File: config.mk
export PLATFORM = sky130hd
export DESIGN_NAME = obj_apb_port
export DESIGN_NICKNAME = d
export VERILOG_FILES = /design/src/design/obj_pkg.sv /design/src/design/obj_apb_port.sv
export SDC_FILE = /design/constraint.sdc
export NUM_CORES = 1
export LEC_CHECK = 0
export ABC_CLOCK_PERIOD_IN_PS = 1100
export BUFFER_PORTS_ARGS = -buffer_cell sky130_fd_sc_hd__buf_4
export CAP_MARGIN = 10
export CORE_UTILIZATION = 24
export CTS_BUF_LIST = sky130_fd_sc_hd__clkbuf_4
export DETAILED_ROUTE_END_ITERATION = 16
export GPL_ROUTABILITY_DRIVEN = 1
export PLACE_DENSITY = 0.77
export RECOVER_POWER = 100
export SYNTH_ARGS = -nofsm -noshare
export SYNTH_HDL_FRONTEND = slang
export SYNTH_SLANG_ARGS = --single-unit
File: constraint.sdc
create_clock -name clk -period 1.1 [get_ports clk]
set_clock_uncertainty 0.05 [all_clocks]
set_input_delay 0.11 -clock clk [delete_from_list [all_inputs] [get_ports clk]]
set_output_delay 0.11 -clock clk [all_outputs]
set_load 0.01 [all_outputs]
File: src/design/obj_pkg.sv
package obj_pkg;

    // Object table geometry
    localparam int TBL_AW    = 11;      // Word address, 256 entries of 8 words
    localparam int OBJ_WORDS = 8;
    localparam int VIS_LINES = 224;     // No scan from here down
    localparam int SPR_W     = 16;      // Fixed sprite width
    localparam int LINE_W    = 320;     // Visible columns

    localparam logic [7:0] END_MARK = 8'hF0;   // Bottom byte that ends the table

    // Command from scanner to draw unit
    typedef struct packed {
        logic [8:0]  xpos;
        logic [15:0] offset;    // MSB doubles as h-flip
        logic [2:0]  bank;
        logic [1:0]  prio;
        logic [5:0]  pal;
    } obj_cmd_t;

    // APB master signals as seen at the top ports
    typedef struct packed {
        logic        sel;
        logic        enable;
        logic        write;
        logic [10:0] addr;
        logic [15:0] wdata;
    } apb_req_t;

    // One table RAM port
    typedef struct packed {
        logic [10:0] addr;
        logic        we;
        logic [15:0] wdata;
    } tbl_acc_t;

    typedef struct packed {
        logic [1:0] prio;
        logic [5:0] pal;
        logic [3:0] color;      // 0 is transparent
    } pix_t;

    typedef enum logic [2:0] {
        S_IDLE, S_CHECK, S_XPOS, S_PITCH, S_OFFSET, S_ATTR, S_WBACK, S_ISSUE
    } scan_st_t;

    typedef enum logic [1:0] {
        D_IDLE, D_FETCH0, D_FETCH1, D_WRITE
    } draw_st_t;

endpackage
File: src/design/obj_apb_port.sv
`timescale 1ns/1ps

module obj_apb_port (
    input  logic              clk,
    input  logic              rst,
    input  obj_pkg::apb_req_t apb_req,
    output logic [15:0]       prdata,
    output logic              pready,
    output obj_pkg::tbl_acc_t tbl_a,
    input  logic [15:0]       tbl_a_dout
);

    // Phase of the current APB cycle
    typedef enum logic [1:0] {
        A_IDLE,     // Idle or setup cycle
        A_ACCESS,   // First cycle with penable
        A_RWAIT     // Second access cycle of a read
    } apb_st_t;

    apb_st_t st;
    logic    access;

    assign access = apb_req.sel && apb_req.enable;

    always_ff @(posedge clk or posedge rst) begin
        if (rst) begin
            st <= A_IDLE;
        end else begin
            case (st)
                A_IDLE: begin
                    if (apb_req.sel && !apb_req.enable)
                        st <= A_ACCESS;         // Setup seen
                end
                A_ACCESS: begin
                    if (access && !apb_req.write)
                        st <= A_RWAIT;          // RAM data lands next cycle
                    else
                        st <= A_IDLE;
                end
                default: st <= A_IDLE;          // Read done
            endcase
        end
    end

    // Address follows the bus so the RAM sees it during setup too
    assign tbl_a.addr  = apb_req.addr;
    assign tbl_a.wdata = apb_req.wdata;
    assign tbl_a.we    = access && apb_req.write && st == A_ACCESS;

    // Writes finish at once, reads after one wait state
    assign pready = access && ((st == A_ACCESS && apb_req.write) || st == A_RWAIT);
    assign prdata = tbl_a_dout;

    // Access phase must follow a setup phase
    assert property (@(posedge clk) disable iff (rst)
        $rose(apb_req.enable) |-> apb_req.sel && $past(apb_req.sel))
        else $error("penable raised without psel");

endmodule

After elaboration in Yosys (flattened, before gate mapping)
Index checks and enable logic that the tools add are counted.
Operators by class
  equal/unequal tests: 3
  muxes and demuxes: 3
  reduce and logical (&&, ||, !) cells: 11
Operators by type and width (number)
  logical AND 1 bit: 7
  2-to-1 mux 2 bit: 2
  one-hot mux 2 bit (2 select lines): 1
  == test 2 x 1 -> 1 bit, second input constant: 1
  == test 2 bit, second input constant: 1
  zero test 1 bit: 2
  zero test 2 bit: 1
  != test 2 bit, second input constant: 1
  logical OR 1 bit: 1
Word-level totals
  register bits after elaboration: 2
  bits of input ports: 48
  output and inout bits: 45
  logic and storage cells: 18

Logic depth before layout (Yosys ltp)
  depth after elaboration: 4
  mapped depth: 2
  depth with buffers taken out: 2

Least setup slack after synthesis
OpenSTA, ideal clock, no wires.
  path kind: register -> output
  start: register st[0]
  end: output port pready
  arrival: 0.754 ns
  data required time: 0.940 ns
  path slack: 0.186 ns
  stages on the path, launching flop included: 3
  buffers on the path: 0
  cells stage by stage: dfrtp_1 > nand2b_1 > a21oi_1
Between the ends
  word-level cells in the longest chain between the ends: 4
  elaborated cells on any way between the ends: 5
  classes of those cells: eq/ne (2); reduce/logical (3)
RTL lines
  start, declared: RTL line obj_apb_port.sv:20  | apb_st_t st;
  start signal, assigned: RTL line obj_apb_port.sv:27  | st <= A_IDLE;
  start signal, assigned: RTL line obj_apb_port.sv:32  | st <= A_ACCESS;
  start signal, assigned: RTL line obj_apb_port.sv:36  | st <= A_RWAIT;
  == test 2 x 1 -> 1 bit: RTL line obj_apb_port.sv:51  | assign pready = access && ((st == A_ACCESS && apb_req.write) || st == A_RWAIT);
  logical AND 1 bit: RTL line obj_apb_port.sv:51
  logical OR 1 bit (*): RTL line obj_apb_port.sv:51
  logical AND 1 bit (*): RTL line obj_apb_port.sv:51
  end, declared: RTL line obj_apb_port.sv:8  | output logic pready,
Every way passes the cells marked *; elsewhere a longest branch is shown, timed or not.

==> metrics <==
status=finished with violations; failing checks=setup timing; DRT iter0 DRCs=3; fin crit share=1.10; RSZ-0062 raised after global routing=true; Worst-path clk slew=around 30 ps; Biggest register=st; CP startpoint kind=flip-flop; Final GP Congestion=just under 0.6; cts bufs inserted=3; vias after detailed routing=179; DR WL/cell=between 10 and 15 µm; DPL Wire Length=approximately 410 µm; pwr/cell area=~1100 nW/µm²; Critical Path End Type=output port; global-route usage over all layers=0.0627; Pre-antenna DRT Iters=3; Max Cap Viol=0; clock sinks=2; Post-Syn Instances=55; CTS Root Cell=clkbuf_4; worst-margin pin slew=slightly below 200 ps; crit path buf inv count=1; Pwr Total=~270 µW; pin count of the biggest net entering global routing=5; Top delay family on crit path=flip-flops; clock latency on the worst-skew pair=approximately 220 ps; Max VDD drop=0.356 mV; critical-path maximum fanout=4; cells along the critical path=nand4b_1, nor2_1, buf_4; number of global-route vias before repair=189; CP Class=reg -> out; post-synth cell types=10; fillers=between 150 and 200; post-synthesis sequential element count=2; TritonCTS clock tree=built; num rows=15; max-slew violation count=0; first-pass GRT wire length=roughly 810 µm; Max Freq=about 800 MHz; Die W=44.5 µm; area grow syn2layout=-41.8%; met1 Usage GRT=0.0291; final wirelength=671 µm; ANT cells=0; YS warnings=0; vias per cell=between 3 and 4; gr ovfl total=0; layout cells sized above 1=0.520; Die Area=roughly 2000 µm²; # setup viols final=2; M3 GR Usage=0.0653; Worst slew margin=0.868; CP max stage cell=dfrtp_1; Hold Path Class=in -> reg; Clock Tree Buf Depth=2; DRC errors left=0; PortBufs=6; Largest register FFs=2; Top Registers=st x2; initial antenna violation count=0; GRT busiest layer=met4; Net count, final=75; Final Util=0.148; Tmin final=between 1000 and 1500 ps; Worst Setup Slack, final=-113 ps; synthesized net count=103; post-synthesis sequential area ratio=0.115; Routed Antenna Nets=0; Syn Std Cell Area=around 430 µm²; Leak=0.117 nW; core footprint=approximately 1700 µm²; met2 Usage GRT=0.0588; critical path's largest stage delay=a little under 400 ps; syn_area_per_cell=7.89 µm²; crit path DAT=1050 ps; Initial Util=0.254; Die H=44.5 µm; Final Hold Viols=0; I/O pins=93; Worst EP required=approximately 940 ps; CTS HTree Levels=1
## timing repair
item                                   4_1_cts  5_1_grt
setup endpoints to repair                    2        2
setup buffers                                1        1
resized for setup                            0        1
pin swaps                                    0        0
hold buffers                                 2        0
endpoints found under the hold margin        3        0
## synth_stat cells, drive strengths merged
cell type / count / area (µm²)
buf: 43 / 323
dfrtp: 2 / 50.1
inv: 2 / 7.51
nor2: 2 / 7.51
a21oi: 1 / 5.00
nand2: 1 / 3.75
nand2b: 1 / 6.26
nand3b: 1 / 7.51
nand4b: 1 / 8.76
nor4b: 1 / 15.0
## where the power goes
part | internal [mW] | leakage (nW) | switching (mW) | total [mW]
registers | 0.0768 | 0.0270 | 0.00286 | 0.0797
clock network | 0.120 | 0.0138 | 0.0399 | 0.160
logic | 0.0229 | 0.0762 | 0.0120 | 0.0350
## cells in the final DEF (no fill, tap or decap)
cell type	synthesis	layout
dlygate4sd3_1	0	2
nand2b_4	0	1
inv_1	2	2
dfrtp_1	2	2
a21oi_1	1	1
nor4b_2	1	1
nand2_1	1	1
buf_4	43	7
nor2_1	2	2
nand4b_1	1	1
nand3b_1	1	1
clkbuf_4	0	4
## metrics by stage
step / cell area, µm² / std cells / setup TNS (ps) / hold WS, ps / worst slack, ps
finish: 253 / 50 / -206 / 17.5 / -113
global route: 253 / 50 / -316 / 14.2 / -186
CTS: 238 / 49 / -230 / 5.21 / -123
floorplan: 434 / 55 / 0 / -199 / 186
detailed placement: 188 / 43 / 0 / -76.0 / 117
global placement: 188 / 43 / 0 / -80.0 / 120
## kinds of logic (layout without fill, tap and decap cells)
logic type	count (synthesis)	in the layout	share of synthesized area
AND/OR/NAND/NOR	7	7	0.112
buffers and inverters	45	15	0.761
AO/OA/AOI/OAI	1	1	0.0115
flip-flops	2	2	0.115
## routing by layer
layer / vias to the layer above / share of wire
met2: 20 / 0.42
met4: 0 / 0.15
met3: 22 / 0.20
met5: - / 0
li1: 66 / -
met1: 71 / 0.23
## worst paths after layout
| check | from | to | slack (ps) | depth (start not counted) |
|---|---|---|---|---|
| min in group asynchronous | rst | st[1] | 270 | 3 |
| max in group asynchronous | rst | st[0] | 620 | 3 |
| hold reg to reg | st[0] | st[0] | 440 | 1 |
| setup reg to reg | st[1] | st[0] | 160 | 2 |
| hold / removal | apb_req[28] | st[0] | 20 | 2 |
| setup / recovery | st[1] | tbl_a[16] | -110 | 3 |
## area by class of cell
class | count | area, µm² | share of cell area
Clock buffer | 3 | 22.5 | 0.0891
Tap cell | 25 | 31.3 | 0.124
Inverter | 2 | 7.51 | 0.0297
Multi-Input combinational cell | 8 | 61.3 | 0.243
Timing Repair Buffer | 10 | 80.1 | 0.317
Sequential cell | 2 | 50.0 | 0.198
Note: power is estimated with default switching activity, not from simulation.
