## src/design/obj_pkg.sv

```systemverilog
package obj_pkg;

    // Object table geometry
    localparam int TBL_AW    = 11;      // Word address, 256 entries of 8 words
    localparam int OBJ_WORDS = 8;
    localparam int VIS_LINES = 224;     // No scan from here down
    localparam int SPR_W     = 16;      // Fixed sprite width
    localparam int LINE_W    = 320;     // Visible columns

    localparam logic [7:0] END_MARK = 8'hF0;   // Bottom byte that ends the table

    // Command from scanner to draw unit
    typedef struct packed {
        logic [8:0]  xpos;
        logic [15:0] offset;    // MSB doubles as h-flip
        logic [2:0]  bank;
        logic [1:0]  prio;
        logic [5:0]  pal;
    } obj_cmd_t;

    // APB master signals as seen at the top ports
    typedef struct packed {
        logic        sel;
        logic        enable;
        logic        write;
        logic [10:0] addr;
        logic [15:0] wdata;
    } apb_req_t;

    // One table RAM port
    typedef struct packed {
        logic [10:0] addr;
        logic        we;
        logic [15:0] wdata;
    } tbl_acc_t;

    typedef struct packed {
        logic [1:0] prio;
        logic [5:0] pal;
        logic [3:0] color;      // 0 is transparent
    } pix_t;

    typedef enum logic [2:0] {
        S_IDLE, S_CHECK, S_XPOS, S_PITCH, S_OFFSET, S_ATTR, S_WBACK, S_ISSUE
    } scan_st_t;

    typedef enum logic [1:0] {
        D_IDLE, D_FETCH0, D_FETCH1, D_WRITE
    } draw_st_t;

endpackage
```

## src/design/obj_scan.sv

```systemverilog
`timescale 1ns/1ps

module obj_scan (
    input  logic              clk,
    input  logic              rst,
    input  logic              hstart,
    input  logic [8:0]        vrender,
    output obj_pkg::tbl_acc_t tbl_b,
    input  logic [15:0]       tbl_dout,
    output obj_pkg::obj_cmd_t cmd,
    output logic              dr_start,
    input  logic              dr_busy
);
    import obj_pkg::*;

    scan_st_t st;

    // Entry and word pointers
    logic [TBL_AW-$clog2(OBJ_WORDS)-1:0] cur_obj;
    logic [$clog2(OBJ_WORDS)-1:0]        idx;
    logic                                settle;  // Word 0 read still in flight
    logic                                first;   // Top line of the object

    // Fields gathered from the entry
    logic [8:0]         xpos;
    logic signed [15:0] pitch;
    logic [15:0]        offset;
    logic [2:0]         bank;
    logic [1:0]         prio;
    logic [5:0]         pal;

    logic [7:0] top;
    logic [7:0] bottom;
    logic       in_zone;
    logic       bad_obj;
    logic       last_obj;
    logic       end_mark;

    // Word 0 decode, valid in the CHECK decision cycle
    assign top      = tbl_dout[7:0];
    assign bottom   = tbl_dout[15:8];
    assign in_zone  = vrender[7:0] >= top && bottom > vrender[7:0];
    assign bad_obj  = top >= bottom;
    assign end_mark = bottom >= END_MARK;
    assign last_obj = &cur_obj;          // No entries past this one

    assign tbl_b.addr  = {cur_obj, idx};
    assign tbl_b.we    = st == S_WBACK;
    assign tbl_b.wdata = offset;         // Row address for the next line

    always_ff @(posedge clk or posedge rst) begin
        if (rst) begin
            st       <= S_IDLE;
            cur_obj  <= '0;
            idx      <= '0;
            settle   <= 1'b0;
            dr_start <= 1'b0;
        end else begin
            dr_start <= 1'b0;           // Single cycle pulse
            case (st)
                S_IDLE: begin
                    if (hstart && vrender < VIS_LINES) begin
                        cur_obj <= '0;
                        idx     <= '0;
                        settle  <= 1'b1;
                        st      <= S_CHECK;
                    end
                end
                S_CHECK: begin
                    if (settle) begin
                        settle <= 1'b0;
                        idx    <= 1;    // Prefetch xpos
                    end else if (end_mark) begin
                        st <= S_IDLE;   // Table done
                    end else if (!in_zone || bad_obj) begin
                        if (last_obj) begin
                            st <= S_IDLE;
                        end else begin
                            cur_obj <= cur_obj + 1'b1;
                            idx     <= '0;
                            settle  <= 1'b1;
                        end
                    end else begin
                        idx <= 2;
                        st  <= S_XPOS;
                    end
                end
                S_XPOS: begin
                    idx <= 3;
                    st  <= S_PITCH;
                end
                S_PITCH: begin
                    idx <= 4;
                    st  <= S_OFFSET;
                end
                S_OFFSET: begin
                    idx <= 3;           // Park on word 3 for write back
                    st  <= S_ATTR;
                end
                S_ATTR:  st <= S_WBACK;
                S_WBACK: st <= S_ISSUE;
                default: begin          // S_ISSUE, waits out the draw unit
                    if (!dr_busy) begin
                        dr_start <= 1'b1;
                        if (last_obj) begin
                            st <= S_IDLE;
                        end else begin
                            cur_obj <= cur_obj + 1'b1;
                            idx     <= '0;
                            settle  <= 1'b1;
                            st      <= S_CHECK;
                        end
                    end
                end
            endcase
        end
    end

    // Entry payload
    always_ff @(posedge clk) begin
        case (st)
            S_CHECK: first <= top == vrender[7:0];
            S_XPOS:  xpos  <= tbl_dout[8:0];
            S_PITCH: pitch <= tbl_dout;
            S_OFFSET: begin
                if (first)
                    offset <= tbl_dout;             // Start row as stored
                else
                    offset <= tbl_dout + pitch;     // Advance one row
            end
            S_ATTR: begin
                pal  <= tbl_dout[13:8];
                bank <= tbl_dout[6:4];
                prio <= tbl_dout[1:0];
            end
            S_ISSUE: begin
                if (!dr_busy) begin
                    cmd.xpos   <= xpos;
                    cmd.offset <= offset;
                    cmd.bank   <= bank;
                    cmd.prio   <= prio;
                    cmd.pal    <= pal;
                end
            end
            default: ;
        endcase
    end

    // Handshake with the draw unit
    assert property (@(posedge clk) disable iff (rst) dr_start |-> !dr_busy)
        else $error("dr_start while draw unit busy");
    assert property (@(posedge clk) disable iff (rst) dr_start |=> !dr_start)
        else $error("dr_start longer than one cycle");

endmodule

```

## config.mk

```make
export PLATFORM = sky130hd
export DESIGN_NAME = obj_scan
export DESIGN_NICKNAME = d
export VERILOG_FILES = /design/src/design/obj_pkg.sv /design/src/design/obj_scan.sv
export SDC_FILE = /design/constraint.sdc
export NUM_CORES = 1
export LEC_CHECK = 0
export ABC_AREA = 0
export CORE_MARGIN = 5
export CORE_UTILIZATION = 65
export DETAILED_ROUTE_END_ITERATION = 16
export DONT_BUFFER_PORTS = 1
export GPL_TIMING_DRIVEN = 0
export HOLD_SLACK_MARGIN = 0.08
export PLACE_DENSITY = 0.81
export SYNTH_ARGS = -nofsm -noshare
export SYNTH_HDL_FRONTEND = slang
export SYNTH_SLANG_ARGS = --single-unit
```

## constraint.sdc

```tcl
create_clock -name clk -period 6.9 [get_ports clk]
set_input_delay 1.38 -clock clk [delete_from_list [all_inputs] [get_ports clk]]
set_output_delay 1.38 -clock clk [all_outputs]
set_load 0.02 [all_outputs]
```

Yosys cells after proc, flatten, opt, wreduce, memory -nomap -nowiden

Cells that the tools add are included.

Bitwise logic cells: 3
Reductions and logical operators: 15
Equality and inequality tests: 18
Add/subtract/negate cells: 2
Multiplexer cells: 33
Magnitude comparators: 5

Operators with widths:

| kind                | count |
|---|---|
| $mux 8              | 6 |
| $mux 3              | 12 |
| $pmux 8 s3          | 1 |
| $pmux 3 s7          | 1 |
| $add 16x16->16      | 1 |
| $ge 8x8->1          | 2 |
| $mux 16             | 1 |
| $pmux 3 s5          | 1 |
| $eq 3x3->1 const B  | 4 |
| $reduce_and 4->1    | 3 |
| $mux 1              | 10 |
| $lt 9x8->1 const B  | 1 |
| $add 8x1->8 const B | 1 |
| $eq 8x8->1          | 1 |
| $ge 8x8->1 const B  | 1 |
| $gt 8x8->1          | 1 |
| $ne 2x2->1 const B  | 4 |
| $ne 8x2->1 const B  | 1 |
| $reduce_and 8->1    | 1 |
| $reduce_or 7->1     | 1 |
| $eq 3x2->1 const B  | 2 |
| $ne 3x1->1 const B  | 2 |
| $reduce_and 6->1    | 1 |
| $ne 5x2->1 const B  | 1 |
| other kinds (12)    | 16 |

Input port bits: 29
Flip-flop bits (word level): 105
Output and inout bits: 65

Longest topological paths before layout

Word-level depth: 8
Mapped depth: 10

Worst setup path before layout

Ideal clock, no wire load.

Path kind: in2reg
Start: input port dr_busy
End: register cur_obj[7]
Arrival: 3.765 ns
Stages on the path: 6
Setup slack: 3.055 ns
Required time: 6.821 ns
Path buffers: 0
Path through: and4b_1 -> o21ai_1 -> a211oi_2 -> a21bo_2 -> a211oi_1 -> mux2i_1

Cells in the longest elaborated chain, start to end: 2

RTL lines:

| element                    | line            | source |
|---|---|---|
| from (decl)                | obj_scan.sv:12  | `input logic dr_busy` |
| $ne 3x1->1 (no line)       | -               |  |
| $reduce_and 6->1 (no line) | -               |  |
| to (signal assigned)       | obj_scan.sv:79  | `cur_obj <= cur_obj + 1'b1;` |
| to (signal assigned)       | obj_scan.sv:108 | `cur_obj <= cur_obj + 1'b1;` |
| to (decl)                  | obj_scan.sv:19  | `logic [TBL_AW-$clog2(OBJ_WORDS)-1:0] cur_obj;` |

Every way passes these cells.
A chain may end at the register's enable or synchronous reset.

Worst setup path after layout

Start: input port dr_busy
End: register cur_obj[5]

Same word-level chain as after synthesis.

==> impl_metrics.csv <==
group,metric,value,unit
outcome,outcome,"finished, final reports clean",
critical_path,crit_fanout,38,
die,start_util,67.0,%
sta,hold_violations,0,
clock_tree,cts_tree,"done",
place,place_area,5350,um^2
synthesis,synth-seq-cells,105,
synthesis,synthFlopType,"edfxtp_1",
cells_and_area,multiInputGateArea,1980,um^2
power_and_ir_drop,p_per_area,350,nW/um^2
clock_tree,cts_resized,0,
global_route,track_usage,24.3,%
detailed_routing,vias,3580,
clock_tree,cts.sinks,105,
sta,finalWorstSetupSlack,3.42,ns
detailed_routing,dr.pass1.iters,5,
cells_and_area,final_cell_mix,"89 x edfxtp_1, 40 x ha_1, 35 x inv_1",
die,ios,94,
synthesis,avgSynthCellArea,12.1,um^2
cells_and_area,design_area,5540,um^2
cells_and_area,antenna_cells,0,
cells_and_area,fillers,529,
critical_path,crit_type,"primary input to flip-flop",
die,die_h,99.5,um
synthesis,synthCells,430,
global_route,grt_pass1_vias,3557,
global_route,grt_start_max_net_pins,39,
synthesis,async_reset_ff_share,15.2,%
sta,fin_hold_ws,0.430,ns
critical_path,worstPathArrival,3.77,ns
cells_and_area,drive_gt1_share,6.49,%
clock_tree,clockBufferDepth,2,
global_route,gr-total-overflow,0,
die,core,7770,um^2
clock_tree,hold_buffers,0,
critical_path,startpoint_type,"primary input",
detailed_routing,drt-total-wl,11.7,mm
synthesis,synth-edff-count,89,
place,numPortBuffers,0,
place,numPlacedInstances,533,
clock_tree,cts_buffers,9,
die,rows,32,
sta,finalCriticalPeriod,3.48,ns
sta,finalSetupTns,0,ns
cells_and_area,layout_commonest_cell,"edfxtp_1",
sta,setup_viol,0,
sta,max_freq,288,MHz
cells_and_area,fin_nets,512,
clock_tree,cts-root-buf,"clkbuf_8",
synthesis,yosysUniqueCellTypes,50,
sta,fin_crit_sh,50.4,%
hold_path,hold_class,"flip-flop to flip-flop",
clock_tree,clkTransAtPathRegs,0.11,ns
detailed_routing,first_iter_violations,241,
detailed_routing,drc_errors,0,
die,dieArea,9900,um^2
global_route,antenna_found_initial,0,
detailed_routing,routedWlPerCell,21.3,um
synthesis,yosysWarnings,0,
flow_run,max_cap_viol_count,0,
critical_path,cp.required,7.19,ns
detailed_routing,detail-route-antenna-nets,0,
synthesis,synthesis.nets,500,
clock_tree,clk_latency,0.37,ns
power_and_ir_drop,ir_worst_vdd,205,uV
cells_and_area,layout.area.seq,3070,um^2
global_route,grt_first_pass_wirelength,18.5,mm
place,place_hpwl,8.50,mm
clock_tree,htreeDepth,3,
synthesis,yosysSeqAreaShare,59.0,%
sta,worstMarginPinSlew,1.14,ns
detailed_routing,viasPerCell,6.52,
cells_and_area,finalNonFillerCells,549,
clock_tree,post_cts_buffers,0,
critical_path,endpoint_kind,"flip-flop",
place,gp_congestion,0.912,
power_and_ir_drop,power_leakage,2.11,nW
sta,fin_skew,0.0143,ns
place,pre_cts_ws,3.04,ns
die,die_w,99.5,um
sta,final_max_slew_viol_count,0,
sta,max_slew_margin,23.6,%
synthesis,syn_area,5210,um^2
cells_and_area,area_growth,6.39,%
sta,grt_setup_unrepaired,"no",
state kept, by name, indices dropped and copies added, names as in the netlist:
name	cells
offset	16
bank	3
pal	6
prio	2
st	3
cmd	36
xpos	9
dr_start	1
pitch	16
first	1
cur_obj	8
idx	3
settle	1
cells by family after synthesis:
group / synth area share, %
compound gates: 13.4
xor+xnor: 1.35
fa+ha+maj: 10.0
buf+inv: 3.05
flops: 59.0
mux: 2.02
simple gates: 11.1
layer usage:
layer,vias to the layer above,share of wire [%],track usage (%)
met5,-,0,0
li1,1637,-,-
met1,1677,37,28.4
met3,36,10,8.49
met4,0,3.4,10.6
met2,230,49,40.7
Yosys cell counts (8+ instances only):
master,n,area (um^2)
ha_1,40,500
nor2_1,28,105
nand2b_1,9,56.3
nand4_1,8,50.1
o21ai_0,29,145
nand3_1,12,60.1
edfxtp_1,89,2670
a21oi_1,20,100
a211oi_1,12,90.1
nand2_1,29,109
inv_1,35,131
nor3_1,13,65.1
dfrtp_1,16,400
path summary, 6_finish.rpt:
| kind | slack [ns] | start | end | cells after the start |
|---|---|---|---|---|
| setup / recovery | 3.42 | dr_busy | cur_obj[5]$_DFFE_PP0P_ | 7 |
| hold / removal | 0.43 | pal[4]$_DFFE_PP_ | cmd[4]$_DFFE_PP_ | 0 |
| setup reg to reg | 3.93 | st[2]$_DFFE_PP0P_ | cur_obj[5]$_DFFE_PP0P_ | 8 |
| hold reg to reg | 0.43 | pal[4]$_DFFE_PP_ | cmd[4]$_DFFE_PP_ | 0 |
| max in group asynchronous | 5.48 | rst | settle$_DFFE_PP0P_ | 1 |
| min in group asynchronous | 0.99 | rst | cur_obj[5]$_DFFE_PP0P_ | 1 |
worst max-delay path: stages:
cell and delay (ns):
and4b_2 0.89, o21ai_1 0.25, a211oi_2 0.35, a31oi_1 0.28
nor2_1 0.24, o211a_1 0.19, mux2i_1 0.18
through the flow:
step,util [%],power [mW]
after CTS,71.3,1.93
after floorplan,-,1.42
after detailed placement,68.9,1.58
after global placement,68.7,1.53
after global routing,71.3,2.05
final,71.3,1.94
power breakdown:
part / total [mW] / switching [mW] / internal (mW)
Sequential: 1.08 / 0.189 / 0.888
Combinational: 0.498 / 0.325 / 0.173
Clock: 0.364 / 0.224 / 0.141
Total: 1.94 / 0.737 / 1.20
layout make-up:
| type | count | share of cell area (%) |
|---|---|---|
| sequential | 105 | 55.5 |
| inverter | 35 | 2.37 |
| clock buffer | 10 | 2.30 |
| multi-input combinational | 283 | 35.8 |
| clock inverter | 6 | 1.04 |
| timing repair buffer | 1 | 0.203 |
| buffer | 7 | 0.497 |
| tap | 102 | 2.30 |
Power figures use the tool's default switching activity.
