**config.mk**
```make
export PLATFORM = sky130hd
export DESIGN_NAME = obj_draw
export DESIGN_NICKNAME = d
export VERILOG_FILES = /design/src/design/obj_pkg.sv /design/src/design/obj_draw.sv
export SDC_FILE = /design/constraint.sdc
export NUM_CORES = 1
export LEC_CHECK = 0
export BUFFER_PORTS_ARGS = -buffer_cell sky130_fd_sc_hd__buf_2
export CAP_MARGIN = 25
export CORE_MARGIN = 2
export CORE_UTILIZATION = 46
export CTS_BUF_LIST = sky130_fd_sc_hd__clkbuf_4
export DETAILED_ROUTE_END_ITERATION = 8
export PLACE_DENSITY = 0.77
export REMOVE_ABC_BUFFERS = 1
export SLEW_MARGIN = 20
export SYNTH_ARGS = -nofsm -noshare
export SYNTH_HDL_FRONTEND = slang
export SYNTH_SLANG_ARGS = --single-unit
```
**constraint.sdc**
```tcl
create_clock -name clk -period 2.5 [get_ports clk]
set_input_delay 0.25 -clock clk [delete_from_list [all_inputs] [get_ports clk]]
set_output_delay 0.25 -clock clk [all_outputs]
set_load 0.005 [all_outputs]
```
**src/design/obj_pkg.sv**
```systemverilog
package obj_pkg;

    // Object table geometry
    localparam int TBL_AW    = 11;      // Word address, 256 entries of 8 words
    localparam int OBJ_WORDS = 8;
    localparam int VIS_LINES = 224;     // No scan from here down
    localparam int SPR_W     = 16;      // Fixed sprite width
    localparam int LINE_W    = 320;     // Visible columns

    localparam logic [7:0] END_MARK = 8'hF0;   // Bottom byte that ends the table

    // Command from scanner to draw unit
    typedef struct packed {
        logic [8:0]  xpos;
        logic [15:0] offset;    // MSB doubles as h-flip
        logic [2:0]  bank;
        logic [1:0]  prio;
        logic [5:0]  pal;
    } obj_cmd_t;

    // APB master signals as seen at the top ports
    typedef struct packed {
        logic        sel;
        logic        enable;
        logic        write;
        logic [10:0] addr;
        logic [15:0] wdata;
    } apb_req_t;

    // One table RAM port
    typedef struct packed {
        logic [10:0] addr;
        logic        we;
        logic [15:0] wdata;
    } tbl_acc_t;

    typedef struct packed {
        logic [1:0] prio;
        logic [5:0] pal;
        logic [3:0] color;      // 0 is transparent
    } pix_t;

    typedef enum logic [2:0] {
        S_IDLE, S_CHECK, S_XPOS, S_PITCH, S_OFFSET, S_ATTR, S_WBACK, S_ISSUE
    } scan_st_t;

    typedef enum logic [1:0] {
        D_IDLE, D_FETCH0, D_FETCH1, D_WRITE
    } draw_st_t;

endpackage
```
**src/design/obj_draw.sv**
```systemverilog
`timescale 1ns/1ps

module obj_draw (
    input  logic              clk,
    input  logic              rst,
    input  obj_pkg::obj_cmd_t cmd,
    input  logic              dr_start,
    output logic              dr_busy,
    output logic [18:0]       rom_addr,
    output logic              rom_cs,
    input  logic [31:0]       rom_data,
    output logic              wr_en,
    output logic [8:0]        wr_x,
    output obj_pkg::pix_t     wr_pix
);
    import obj_pkg::*;

    draw_st_t st;
    obj_cmd_t cur;                      // Latched command
    logic [31:0] w0;                    // Left eight pixels
    logic [31:0] w1;                    // Right eight pixels
    logic [$clog2(SPR_W)-1:0] cnt;      // Pixel being written
    logic [63:0] row;
    logic [$clog2(SPR_W)-1:0] nib_idx;
    logic [3:0]  nib;
    logic [9:0]  col;                   // One spare bit for the edge check

    assign dr_busy  = st != D_IDLE;
    assign rom_cs   = st == D_FETCH0 || st == D_FETCH1;
    assign rom_addr = {cur.bank, cur.offset[14:0], st == D_FETCH1};

    // Second word arrives during the first write cycle
    assign row     = {w0, (cnt == 0) ? rom_data : w1};
    assign nib_idx = cur.offset[15] ? ($clog2(SPR_W))'(SPR_W - 1) - cnt : cnt;
    assign nib     = row[63 - 4 * int'(nib_idx) -: 4];
    assign col     = {1'b0, cur.xpos} + 10'(cnt);

    always_ff @(posedge clk or posedge rst) begin
        if (rst) begin
            st    <= D_IDLE;
            cnt   <= '0;
            wr_en <= 1'b0;
        end else begin
            wr_en <= 1'b0;
            case (st)
                D_IDLE: begin
                    if (dr_start) begin
                        cnt <= '0;
                        st  <= D_FETCH0;
                    end
                end
                D_FETCH0: st <= D_FETCH1;
                D_FETCH1: st <= D_WRITE;
                default: begin
                    // Skip transparent and off screen pixels
                    wr_en <= nib != 4'd0 && col < LINE_W;
                    cnt   <= cnt + 1'b1;
                    if (cnt == SPR_W - 1)
                        st <= D_IDLE;
                end
            endcase
        end
    end

    always_ff @(posedge clk) begin
        if (st == D_IDLE && dr_start)
            cur <= cmd;
        if (st == D_FETCH1)
            w0 <= rom_data;
        if (st == D_WRITE && cnt == 0)
            w1 <= rom_data;
        if (st == D_WRITE) begin
            wr_x         <= col[8:0];
            wr_pix.prio  <= cur.prio;
            wr_pix.pal   <= cur.pal;
            wr_pix.color <= nib;
        end
    end

endmodule

```
---- Yosys cells after proc, flatten, opt, wreduce, memory -nomap -nowiden ----
Cells that the tools add are included.
storage, ports and cells
  register bits after elaboration ......... 128
  input port bits ......................... 71
  output and inout bits ................... 43
  logic and storage cells ................. 47
operators by class
  add/sub/neg operators ................... 4
  $lt $le $gt $ge ......................... 1
  equality and inequality tests ........... 5
  shift operators ......................... 1
  mux-type cells .......................... 8
  bitwise logic cells ..................... 1
  reduce and logical (&&, ||, !) cells .... 13
operators by type and width
  kind                   count
  $shiftx A67 B7 Y4      1
  $mux W32               1
  $add A9 B4 Y10         1
  $lt A10 B9 Y1 const B  1
  $mux W4                2
  $pmux W4 S2            1
  $reduce_bool A4 Y1     2
  $sub A6 B6 Y7 const A  1
  $pmux W2 S3            1
  $add A4 B1 Y4 const B  1
  $eq A2 B2 Y1 const B   2
  $eq A4 B4 Y1 const B   1
  $logic_not A4 Y1       1
  $mux W2                2
  $reduce_and A2 Y1      2
  $sub A4 B4 Y4 const A  1
  $logic_and A1 B1 Y1    3
  $reduce_or A3 Y1       1
  $eq A2 B1 Y1 const B   1
  $logic_not A2 Y1       1
  $ne A2 B2 Y1 const B   1
  $reduce_bool A2 Y1     1
  $reduce_or A2 Y1       1
  $logic_or A1 B1 Y1     1
  2 further kinds        2

---- Longest topological paths before layout ----
Gate-level depths: netlist (run 1).
  depth after elaboration ................. 7
  mapped depth ............................ 12
  gate-level depth less buffers ........... 10

---- Least setup slack after synthesis (run 1) ----
Ideal clock, no wire load.
  kind .................................... register to register
  start ................................... register cnt[0]
  end ..................................... register w1[0], enable pin
  library setup time ...................... 0.392 ns
  arrival time ............................ 2.360 ns
  required time ........................... 2.108 ns
  slack ................................... -0.252 ns
  cell stages (with the launch flop) ...... 8
  path buffers ............................ 3
  clock period less this slack ............ 2.752 ns
  cell sequence ........................... dfrtp_1 -> clkbuf_1 -> inv_1 -> ha_1 -> nor3b_4 -> buf_8 -> buf_4 -> and2_1
between the ends
  word-level cells in the longest chain between the ends .. 2
RTL lines
  what                      RTL line        text
  start: declaration        obj_draw.sv:22  logic [$clog2(SPR_W)-1:0] cnt;
  start signal: assignment  obj_draw.sv:57  cnt <= cnt + 1'b1;
  $logic_not A4 Y1          obj_draw.sv:70  if (st == D_WRITE && cnt == 0)
  $logic_and A1 B1 Y1       obj_draw.sv:70
  end signal: assignment    obj_draw.sv:71  w1 <= rom_data;
  end: declaration          obj_draw.sv:21  logic [31:0] w1;
Every way passes these cells.
A chain may end at the register's enable or synchronous reset.

---- Worst setup path after layout (run 1) ----
  start ................................... register cnt[0]
  end ..................................... register wr_en
between the ends
  word-level cells in the longest chain between the ends .. 7
  elaborated cells between the ends (all ways) .. 11
  those cells by class .................... 3 x add/sub; 1 x order compare; 1 x shift; 3 x mux; 3 x reduce/logical
RTL lines
  what                     RTL line        text
  $sub A4 B4 Y4            obj_draw.sv:34  assign nib_idx = cur.offset[15] ? ($clog2(SPR_W))'(SPR_W - 1) - cnt : cnt;
  $mux W4                  obj_draw.sv:34
  $sub A6 B6 Y7            obj_draw.sv:35  assign nib = row[63 - 4 * int'(nib_idx) -: 4];
  $shiftx A67 B7 Y4 (*)    obj_draw.sv:35
  via nib[1]               obj_draw.sv:25  logic [3:0] nib;
  $reduce_bool A4 Y1 (*)   obj_draw.sv:56  wr_en <= nib != 4'd0 && col < LINE_W;
  $logic_and A1 B1 Y1 (*)  obj_draw.sv:56
  $mux W1 (*)              obj_draw.sv:45  case (st)
  end signal: assignment   obj_draw.sv:56
  end: declaration         obj_draw.sv:12  output logic wr_en,
The timed path passes the listed nets; every way through them passes the cells marked *.

==> metrics, run 1 <==
status=completed; Hold Path Class=in -> reg; Primary FF master, synth=edfxtp_1; Slew @ Worst Pin=0.536 ns; CP endpoint kind=register; leakage power=2.88 nW; share of layout cells above drive strength 1=34.9%; post-synth top area cell=edfxtp_1; Pwr Density=1010 mW/mm²; Ant. Diodes=0; GPL Wtd Cong=0.816; Tmin final=2.41 ns; drt total wl=13500 µm; CP required=2.94 ns; most common cell in the netlist=edfxtp_1; Crit path arrival time=2.86 ns; drt drc=0; Worst VDD drop=0.497 mV; I/O pins=114; initial antenna violation count=0; Max Fclk=414 MHz; Initial Util=47.4%; Worst-Skew Late Latency=0.55 ns; DP Area=0.00647 mm²; crit share post-route=96.6%; Final Worst Setup Slack=0.0858 ns; final hold vios=0; Final Cell Area=0.00753 mm²; type of the worst setup path=reg -> reg; drt pass-1 iters=5; die area=0.0133 mm²; vias in the first global route=4122; H-tree Lvls=4; # clock sinks=128; number of max-cap violations=0; EDFF count, synth=121; Synthesis Warnings=0; DR iter-0 viols=243; post-route antenna net violation count=0; final design utilization=62.4%; Worst Skew=0.0193 ns; grt ovf=0; Core Area=0.0121 mm²; CTS Buffer Depth=2; Setup violations, final=0; Chip Width=115 µm; DP Wirelength=8480 µm; register area share after synthesis=66.7%; Die Ht=115 µm; Slew Limit Headroom=63.4%; RSZ-0062 raised after global routing=true; vias per cell=5.25; Syn Area/Cell=15.8 µm²; #FFs+latches synth=128; total track usage=21.1%; crit start category=register; post-synth top area share=63.6%; pre-CTS setup slack=0.0149 ns; WL/cell=18.3 µm; Worst-path clk slew=0.12 ns; via count=3875; cts bufs inserted=17; Post-synth top cells=edfxtp_1, mux2i_1, buf_4; row count=40; Synth-to-Final Area Change=31.8%; max-slew violations=0; NumNets Final=640; first-pass GRT wire length=20600 µm; mapped cell area=0.00571 mm²; PortBufs=113; CTS tree=built; Synth area leaders=edfxtp_1, mux2i_1, mux4_2; Mapped Cells=362; Setup TNS=0 ns; Final Power=0.00761 W; crit-path max FO=16; Yosys cell types=49; Root Buffer=clkbuf_4; asr flop ratio synth=5.47%; pin count of the biggest net entering global routing=36
-- cells by family (layout without fill, tap and decap cells) --
group,Yosys count,after routing,synth area share (%)
flops,128,128,66.7
simple gates,59,59,5.61
compound gates,57,57,7.09
mux,54,54,11.9
buf+inv,44,252,4.86
fa+ha+maj,11,11,2.54
xor+xnor,9,9,1.38
-- routing by layer --
metal / wire [µm] / up-vias / GRT usage [%]
met5: 0 / - / 0
met4: 393 / 0 / 9.56
met3: 727 / 32 / 6.12
li1: - / 1790 / -
met2: 7250 / 167 / 38.0
met1: 5150 / 1886 / 23.1
-- final timing paths --
path	startpoint	endpoint	slack, ns	depth (start not counted)
hold reg to reg	cur[4]$_DFFE_PP_	wr_pix[8]$_DFFE_PN_	0.43	0
setup reg to reg	cnt[0]$_DFFE_PP0P_	wr_en$_DFF_PP0_	0.09	11
setup / recovery	cnt[0]$_DFFE_PP0P_	wr_en$_DFF_PP0_	0.09	11
max in group asynchronous	rst	cnt[2]$_DFFE_PP0P_	2.08	3
min in group asynchronous	rst	st[0]$_DFFE_PP0P_	0.19	3
hold / removal	dr_start	cur[30]$_DFFE_PP_	0.07	2
-- per-stage QoR --
stage / hold slack [ns] / std cells
finish: 0.0684 / 738
global route: 0.0266 / 738
global placement: 0.206 / 635
floorplan: 0.0534 / 330
CTS: 0.0320 / 737
detailed placement: 0.206 / 635
-- cell type report --
class	instances	area, µm²
repair buffers	209	1520
multi-input cells	190	1660
clock inverters	11	141
clock buffers	20	150
well taps	168	210
inverters	12	45.0
flip-flops and latches	128	3810
fillers	879	4530
-- sequential cells by signal, summed over array words and instances (netlist names) --
signal and count:
cur 18, w0 32, st 2, wr_pix 12, cnt 4, wr_x 9, w1 32, wr_en 1
rom_addr 18
-- power by group --
group	total [W]	leakage, nW	internal [W]	switching [W]
Combinational	0.00282	1.53	0.00130	0.00152
Sequential	0.00330	1.20	0.00303	0.000275
Clock	0.00148	0.155	0.000714	0.000769
Total	0.00761	2.88	0.00504	0.00257
-- repair_timing --
item	in CTS	in global routing
setup buffers	1	1
hold buffers	69	0
gates cloned	1	0
resized for setup	1	7
hold endpoints to repair	107	0
setup endpoints to repair	1	2
-- worst max-delay path, stage by stage (launching register included) --
cell and delay, ns:
dfrtp_1 0.42, inv_1 0.10, ha_1 0.15, nor3b_4 0.25, buf_6 0.16, buf_16 0.15, mux2_2 0.33, o22ai_1 0.14
nor4_1 0.07, and2_2 0.20, nor3_4 0.23, a211oi_2 0.09
-- cell usage in the layout (no fill, tap or decap), drive strengths merged, types with 3 or more instances in the layout --
cell         count
a221oi           7
buf            140
mux2            10
clkinvlp         3
and2             4
inv             11
nor3b            4
nor3             4
xnor2            5
clkbuf          20
dfrtp            7
xor2             4
a21oi            4
a22oi            8
mux2i           34
o21ai            9
edfxtp         121
dlygate4sd3     69
nor4             3
nand2           14
nor2            14
o22ai           15
bufinv           3
mux4            10
nand2b           5
ha              10
clkinv           6
nor2b            5
No activity file was read; power rests on OpenSTA's default activity.
==> inputs of run 2 (changes only) <==
Settings changed: CORE_ASPECT_RATIO set to 0.75.
==> metrics, run 2 (synthesis gave the netlist of run 1 again) <==
status=completed (unchanged); WHS=0.113 ns (was 0.0684 ns); vias in the first global route=3853 (was 4122); drt drc=0 (unchanged); # clock sinks=128 (unchanged); row count=35 (was 40); cts bufs inserted=17 (unchanged); WL/cell=18.4 µm (was 18.3 µm); R2R Path Start=cnt[2]$_DFFE_PP0P_ (was cnt[0]$_DFFE_PP0P_); DP Wirelength=8800 µm (was 8480 µm); Slew @ Worst Pin=0.472 ns (was 0.536 ns); pin count of the biggest net entering global routing=37 (was 36); number of max-cap violations=0 (unchanged); Final Power=0.00788 W (was 0.00761 W); type of the worst setup path=reg -> reg (unchanged); initial antenna violation count=0 (unchanged); wl on met1=5600 µm (was 5150 µm); Finished Layout Cells=738 (unchanged); GPL Wtd Cong=0.846 (was 0.816); Crit path arrival time=2.86 ns (about the same); CTS tree=built (unchanged); PortBufs=113 (unchanged); Max Fclk=413 MHz (was 414 MHz); Worst Skew=0.0183 ns (was 0.0193 ns); CP required=2.93 ns (was 2.94 ns); Synth-to-Final Area Change=32.9% (was 31.8%); Multi-input gate area=0.00165 mm² (was 0.00166 mm²); crit-path max FO=5 (was 16); crit share post-route=96.9% (was 96.6%); Chip Width=133 µm (was 115 µm); H-tree Lvls=4 (unchanged); DP Area=0.00645 mm² (was 0.00647 mm²); die area=0.0133 mm² (about the same); final design utilization=62.2% (was 62.4%); via count=3954 (was 3875); Reg2Reg Depth=9 (was 11); total track usage=20.3% (was 21.1%); r2r setup slk=0.08 ns (was 0.09 ns); crit start category=register (unchanged); worst r2r dst=wr_en$_DFF_PP0_ (unchanged); NumNets Final=641 (was 640); Worst-Skew Late Latency=0.53 ns (was 0.55 ns); max-slew violations=0 (unchanged); final hold vios=0 (unchanged); CP endpoint kind=register (unchanged); Final Cell Area=0.00760 mm² (was 0.00753 mm²); commonest non-fill, non-tap cell in the layout=edfxtp_1 (unchanged); routed wl met2=6910 µm (was 7250 µm); share of layout cells above drive strength 1=34.6% (was 34.9%); FF/Latch Area=0.00381 mm² (about the same); Tmin final=2.42 ns (was 2.41 ns); Worst-path clk slew=0.11 ns (was 0.12 ns); CTS Buffer Depth=2 (unchanged); drt total wl=13600 µm (was 13500 µm); Ant. Diodes=0 (unchanged); drt pass-1 iters=4 (was 5); Pwr Density=1040 mW/mm² (was 1010 mW/mm²); Worst Hold Path Cells=4 (was 2); Core Area=0.0122 mm² (was 0.0121 mm²); I/O pins=114 (unchanged); Post-Place Cells=630 (was 635); commonest cells after routing, fill and taps aside=edfxtp_1, buf_2, dlygate4sd3_1, mux2i_1, buf_4 (unchanged); post-route antenna net violation count=0 (unchanged); grt ovf=0 (unchanged); Worst Hold Launch=dr_start (unchanged); first-pass GRT wire length=20300 µm (was 20600 µm); metal3 WL=767 µm (was 727 µm); DR iter-0 viols=332 (was 243); Initial Util=46.8% (was 47.4%); Die Ht=101 µm (was 115 µm); Layout fillers=890 (was 879); Worst VDD drop=0.456 mV (was 0.497 mV); leakage power=2.92 nW (was 2.88 nW); Worst Setup SP=cnt[2]$_DFFE_PP0P_ (was cnt[0]$_DFFE_PP0P_); Slew Limit Headroom=67.7% (was 63.4%); Hold Path Class=in -> reg (unchanged); Setup violations, final=0 (unchanged); vias per cell=5.36 (was 5.25); Root Buffer=clkbuf_4 (unchanged); biggest regs=w0: 32 flops, w1: 32 flops (unchanged); Min-Delay Endpoint=st[1]$_DFFE_PP0P_ (was cur[30]$_DFFE_PP_); highest routed metal layer=met4 (unchanged); RSZ-0062 raised after global routing=true (unchanged)
==> run 2: changes by cell type in the layout (fill, tap and decap cells not counted), moves of 2 or more <==
| cell | change |
|---|---|
| bufinv_16 | +2 |
| clkbuf_16 | +2 |
| clkinv_1 | +2 |
| clkinvlp_4 | -2 |
==> run 2: worst max path at each step <==
| stage | to | slack, ns | cells past startpoint |
|---|---|---|---|
| after floorplan | w1[0]$_DFFE_PP_ | -0.89 | 4 |
| after global placement | wr_en$_DFF_PP0_ | 0.21 | 10 |
| after detailed placement | wr_en$_DFF_PP0_ | 0.13 | 10 |
| after CTS | wr_en$_DFF_PP0_ | 0.09 | 10 |
| after global routing | wr_en$_DFF_PP0_ | -0.04 | 9 |
| final | wr_en$_DFF_PP0_ | 0.08 | 9 |
==> run 2: through the flow <==
stage	setup TNS, ns	setup slack [ns]
floorplan	-31.48	-0.889
global placement	0	0.214
detailed placement	0	0.130
CTS	0	0.0861
global route	-0.0362	-0.0362
finish	0	0.0766
==> run 2: power by group <==
group	leakage [nW]	switching [W]	internal, W
combinational	1.53	0.00164	0.00131
sequential	1.20	0.000231	0.00303
clock	0.182	0.000754	0.000920
total	2.92	0.00263	0.00525
==> run 2: worst max-delay path, stage by stage, from the launching register on <==
cell and delay, ns:
dfrtp_1 0.47, buf_4 0.20, ha_1 0.31, nor2b_1 0.16, o21ai_0 0.22, nand2b_1 0.13
and3_1 0.23, buf_4 0.15, o311a_1 0.32, a211oi_2 0.15
==> run 2: layer usage <==
metal,global-route usage (%),vias to the layer above
li1,-,1796
met1,25.6,1975
met2,34.5,155
met3,4.37,28
met4,8.52,0
met5,0,-
==> run 2: cell type report <==
type	instances	share of cell area, %
inverter	12	0.593
multi-input combinational	190	21.8
timing repair buffer	210	20.3
clock inverter	12	2.49
sequential	128	50.1
tap	166	2.73
clock buffer	20	1.98
==> run 2: timing repair <==
action,4_1_cts,5_1_grt
endpoints found under the setup margin,0,2
hold buffers,69,0
setup buffers,0,5
endpoints found under the hold margin,107,0
resized for setup,0,6
==> inputs of run 3 (changes only) <==
Settings changed: CORE_UTILIZATION 46 to 51, PLACE_DENSITY 0.77 to 0.84, SETUP_SLACK_MARGIN set to 0.3.
==> metrics, run 3 (synthesis gave the netlist of run 1 again) <==
PortBufs=113 (unchanged); CTS Buffer Depth=2 (unchanged); sequential share of power=38.1% (was 41.3%); grt ovf=0 (unchanged); critical path's most frequent cell=buf_4 (unchanged); CP required=2.92 ns (was 2.93 ns); Worst Skew=0.0214 ns (was 0.0183 ns); failing checks=setup timing; final hold vios=0 (unchanged); die area=0.0121 mm² (was 0.0133 mm²); leakage power=3.12 nW (was 2.92 nW); Chip Width=126 µm (was 133 µm); Setup violations, final=2 (was 0); Slew Limit Headroom=65.2% (was 67.7%); grt met3 use=7.41% (was 4.37%); Crit path arrival time=3.05 ns (was 2.86 ns); Slew @ Worst Pin=0.521 ns (was 0.472 ns); Pwr Density=1080 mW/mm² (was 1040 mW/mm²); max-slew violations=0 (unchanged); Worst-path clk slew=0.11 ns (about the same); commonest non-fill, non-tap cell in the layout=edfxtp_1 (unchanged); Worst Hold Path Cells=4 (unchanged); Worst VDD drop=0.535 mV (was 0.456 mV); Pint=0.00565 W (was 0.00525 W); Switching Share=34.8% (was 33.3%); post-route antenna net violation count=0 (unchanged); CP top delay family=simple AND/OR/NAND/NOR gates (was compound AO/OA/AOI/OAI gates); first-pass GRT wire length=22900 µm (was 20300 µm); I/O pins=114 (unchanged); commonest cells after routing, fill and taps aside=edfxtp_1, buf_2, dlygate4sd3_1, buf_4, mux2i_1 (was edfxtp_1, buf_2, dlygate4sd3_1, mux2i_1, buf_4); Min-Delay Endpoint=st[1]$_DFFE_PP0P_ (unchanged); initial antenna violation count=0 (unchanged); drt total wl=15600 µm (was 13600 µm); Final Worst Setup Slack=-0.133 ns (was 0.0766 ns); R2R Path Start=cnt[1]$_DFFE_PP0P_ (was cnt[2]$_DFFE_PP0P_); RSZ-0062 raised after global routing=true (unchanged); Ant. Diodes=0 (unchanged); worst path buffer plus inverter count=3 (was 2); number of max-cap violations=0 (unchanged); CP Cell Sequence=buf_4, buf_4, and2_1, a22oi_1, buf_4, o22ai_1, nor4_2, nand2_1, nor3_4, a211oi_2 (was buf_4, ha_1, nor2b_1, o21ai_0, nand2b_1, and3_1, buf_4, o311a_1, a211oi_2); crit-path max FO=7 (was 5); Worst-Skew Late Latency=0.55 ns (was 0.53 ns); Reg2Reg Depth=10 (was 9); r2r setup slk=-0.13 ns (was 0.08 ns); crit start category=register (unchanged); critical path's slowest cell=dfrtp_1 (unchanged); drt drc=0 (unchanged); CTS tree=built (unchanged); Die Ht=95.7 µm (was 101 µm); clock share of power=19.7% (was 21.2%); Synth-to-Final Area Change=40.7% (was 32.9%); Tmin final=2.63 ns (was 2.42 ns); row count=33 (was 35); Initial Util=52.2% (was 46.8%); CP endpoint kind=register (unchanged); cts bufs inserted=17 (unchanged); met1 Usage GRT=31.7% (was 25.6%); DP Wirelength=8760 µm (was 8800 µm); Hold Path Class=in -> reg (unchanged); pin count of the biggest net entering global routing=34 (was 37); Switch Pwr=0.00301 W (was 0.00263 W); vias in the first global route=4371 (was 3853); type of the worst setup path=reg -> reg (unchanged); GPL Wtd Cong=0.897 (was 0.846); pre-CTS setup slack=0.0356 ns (was 0.130 ns); share of layout cells above drive strength 1=42.0% (was 34.6%); via count=4265 (was 3954); NumNets Final=672 (was 641); H-tree Lvls=4 (unchanged); drt pass-1 iters=7 (was 4); # clock sinks=128 (unchanged); Root Buffer=clkbuf_4 (unchanged); worst r2r dst=wr_en$_DFF_PP0_ (unchanged); CP peak stage delay=0.43 ns (was 0.47 ns); Worst Hold Launch=dr_start (unchanged); Final Power=0.00867 W (was 0.00788 W); Max Fclk=380 MHz (was 413 MHz); Core Area=0.0109 mm² (was 0.0122 mm²); status=complete, but fails checks (was completed); met2 Resource Use GR=43.3% (was 34.5%); biggest regs=w0: 32 flops, w1: 32 flops (unchanged); Logic pwr share=42.2% (was 37.4%); crit share post-route=105% (was 96.9%); WL/cell=21.0 µm (was 18.4 µm); vias per cell=5.74 (was 5.36); total track usage=25.6% (was 20.3%); DR iter-0 viols=645 (was 332); GRT Max-Usage Layer=met2 (unchanged)
-- run 3: worst max-delay path by stage --
stage,cells after the start,end,slack [ns],start
final,10,wr_en$_DFF_PP0_,-0.13,cnt[1]$_DFFE_PP0P_
after floorplan,4,w1[0]$_DFFE_PP_,-0.89,cnt[1]$_DFFE_PP0P_
after CTS,13,wr_en$_DFF_PP0_,0.15,cnt[1]$_DFFE_PP0P_
after global placement,11,wr_en$_DFF_PP0_,0.17,cnt[0]$_DFFE_PP0P_
after global routing,10,wr_en$_DFF_PP0_,-0.14,cnt[1]$_DFFE_PP0P_
after detailed placement,11,wr_en$_DFF_PP0_,0.04,cnt[0]$_DFFE_PP0P_
-- run 3: tightest hold or removal path, stage by stage --
cell and delay (ns):
buf_2 0.09, nand2b_1 0.13, nand2_1 0.06, o21ai_0 0.08
-- run 3: routing by layer --
metal,vias to the layer above,routed length [µm]
met4,0,411
li1,1859,-
met2,284,7880
met3,54,1360
met1,2068,5910
met5,-,0
-- run 3: through the flow --
stage	utilization (%)	hold WS [ns]	TNS, ns	cell area, µm²	cells
floorplan	-	0.0534	-31.48	5480	330
global placement	60.1	0.196	0	6570	623
detailed placement	60.1	0.193	0	6570	623
CTS	71.9	0.0992	0	7870	736
global route	73.5	0.121	-0.245	8040	743
finish	73.5	0.110	-0.261	8040	743
-- run 3: power by group through the flow --
| stage | sequential, W | clock [W] | combinational (W) |
|---|---|---|---|
| global placement | 0.00329 | 0 | 0.00268 |
| floorplan | 0.00339 | 0 | 0.00150 |
| CTS | 0.00326 | 0.00170 | 0.00321 |
| global route | 0.00334 | 0.00183 | 0.00382 |
| finish | 0.00330 | 0.00171 | 0.00366 |
| detailed placement | 0.00331 | 0 | 0.00279 |
-- run 3: cell type report --
type                            instances  area, µm²
Inverter                               12       46.3
Fill cell                             600       2900
Multi-Input combinational cell        190       1820
Timing Repair Buffer                  241       1850
Sequential cell                       128       3810
Tap cell                              140        175
Clock inverter                         14        214
Clock buffer                           18        135
-- run 3: repair_timing --
item                                    CTS  global route
endpoints found under the hold margin   107             0
endpoints found under the setup margin    7             8
pin swaps                                11            11
hold buffers                             69             0
buffers inserted                         11             6
gates cloned                              1             1
resized for setup                        34            19
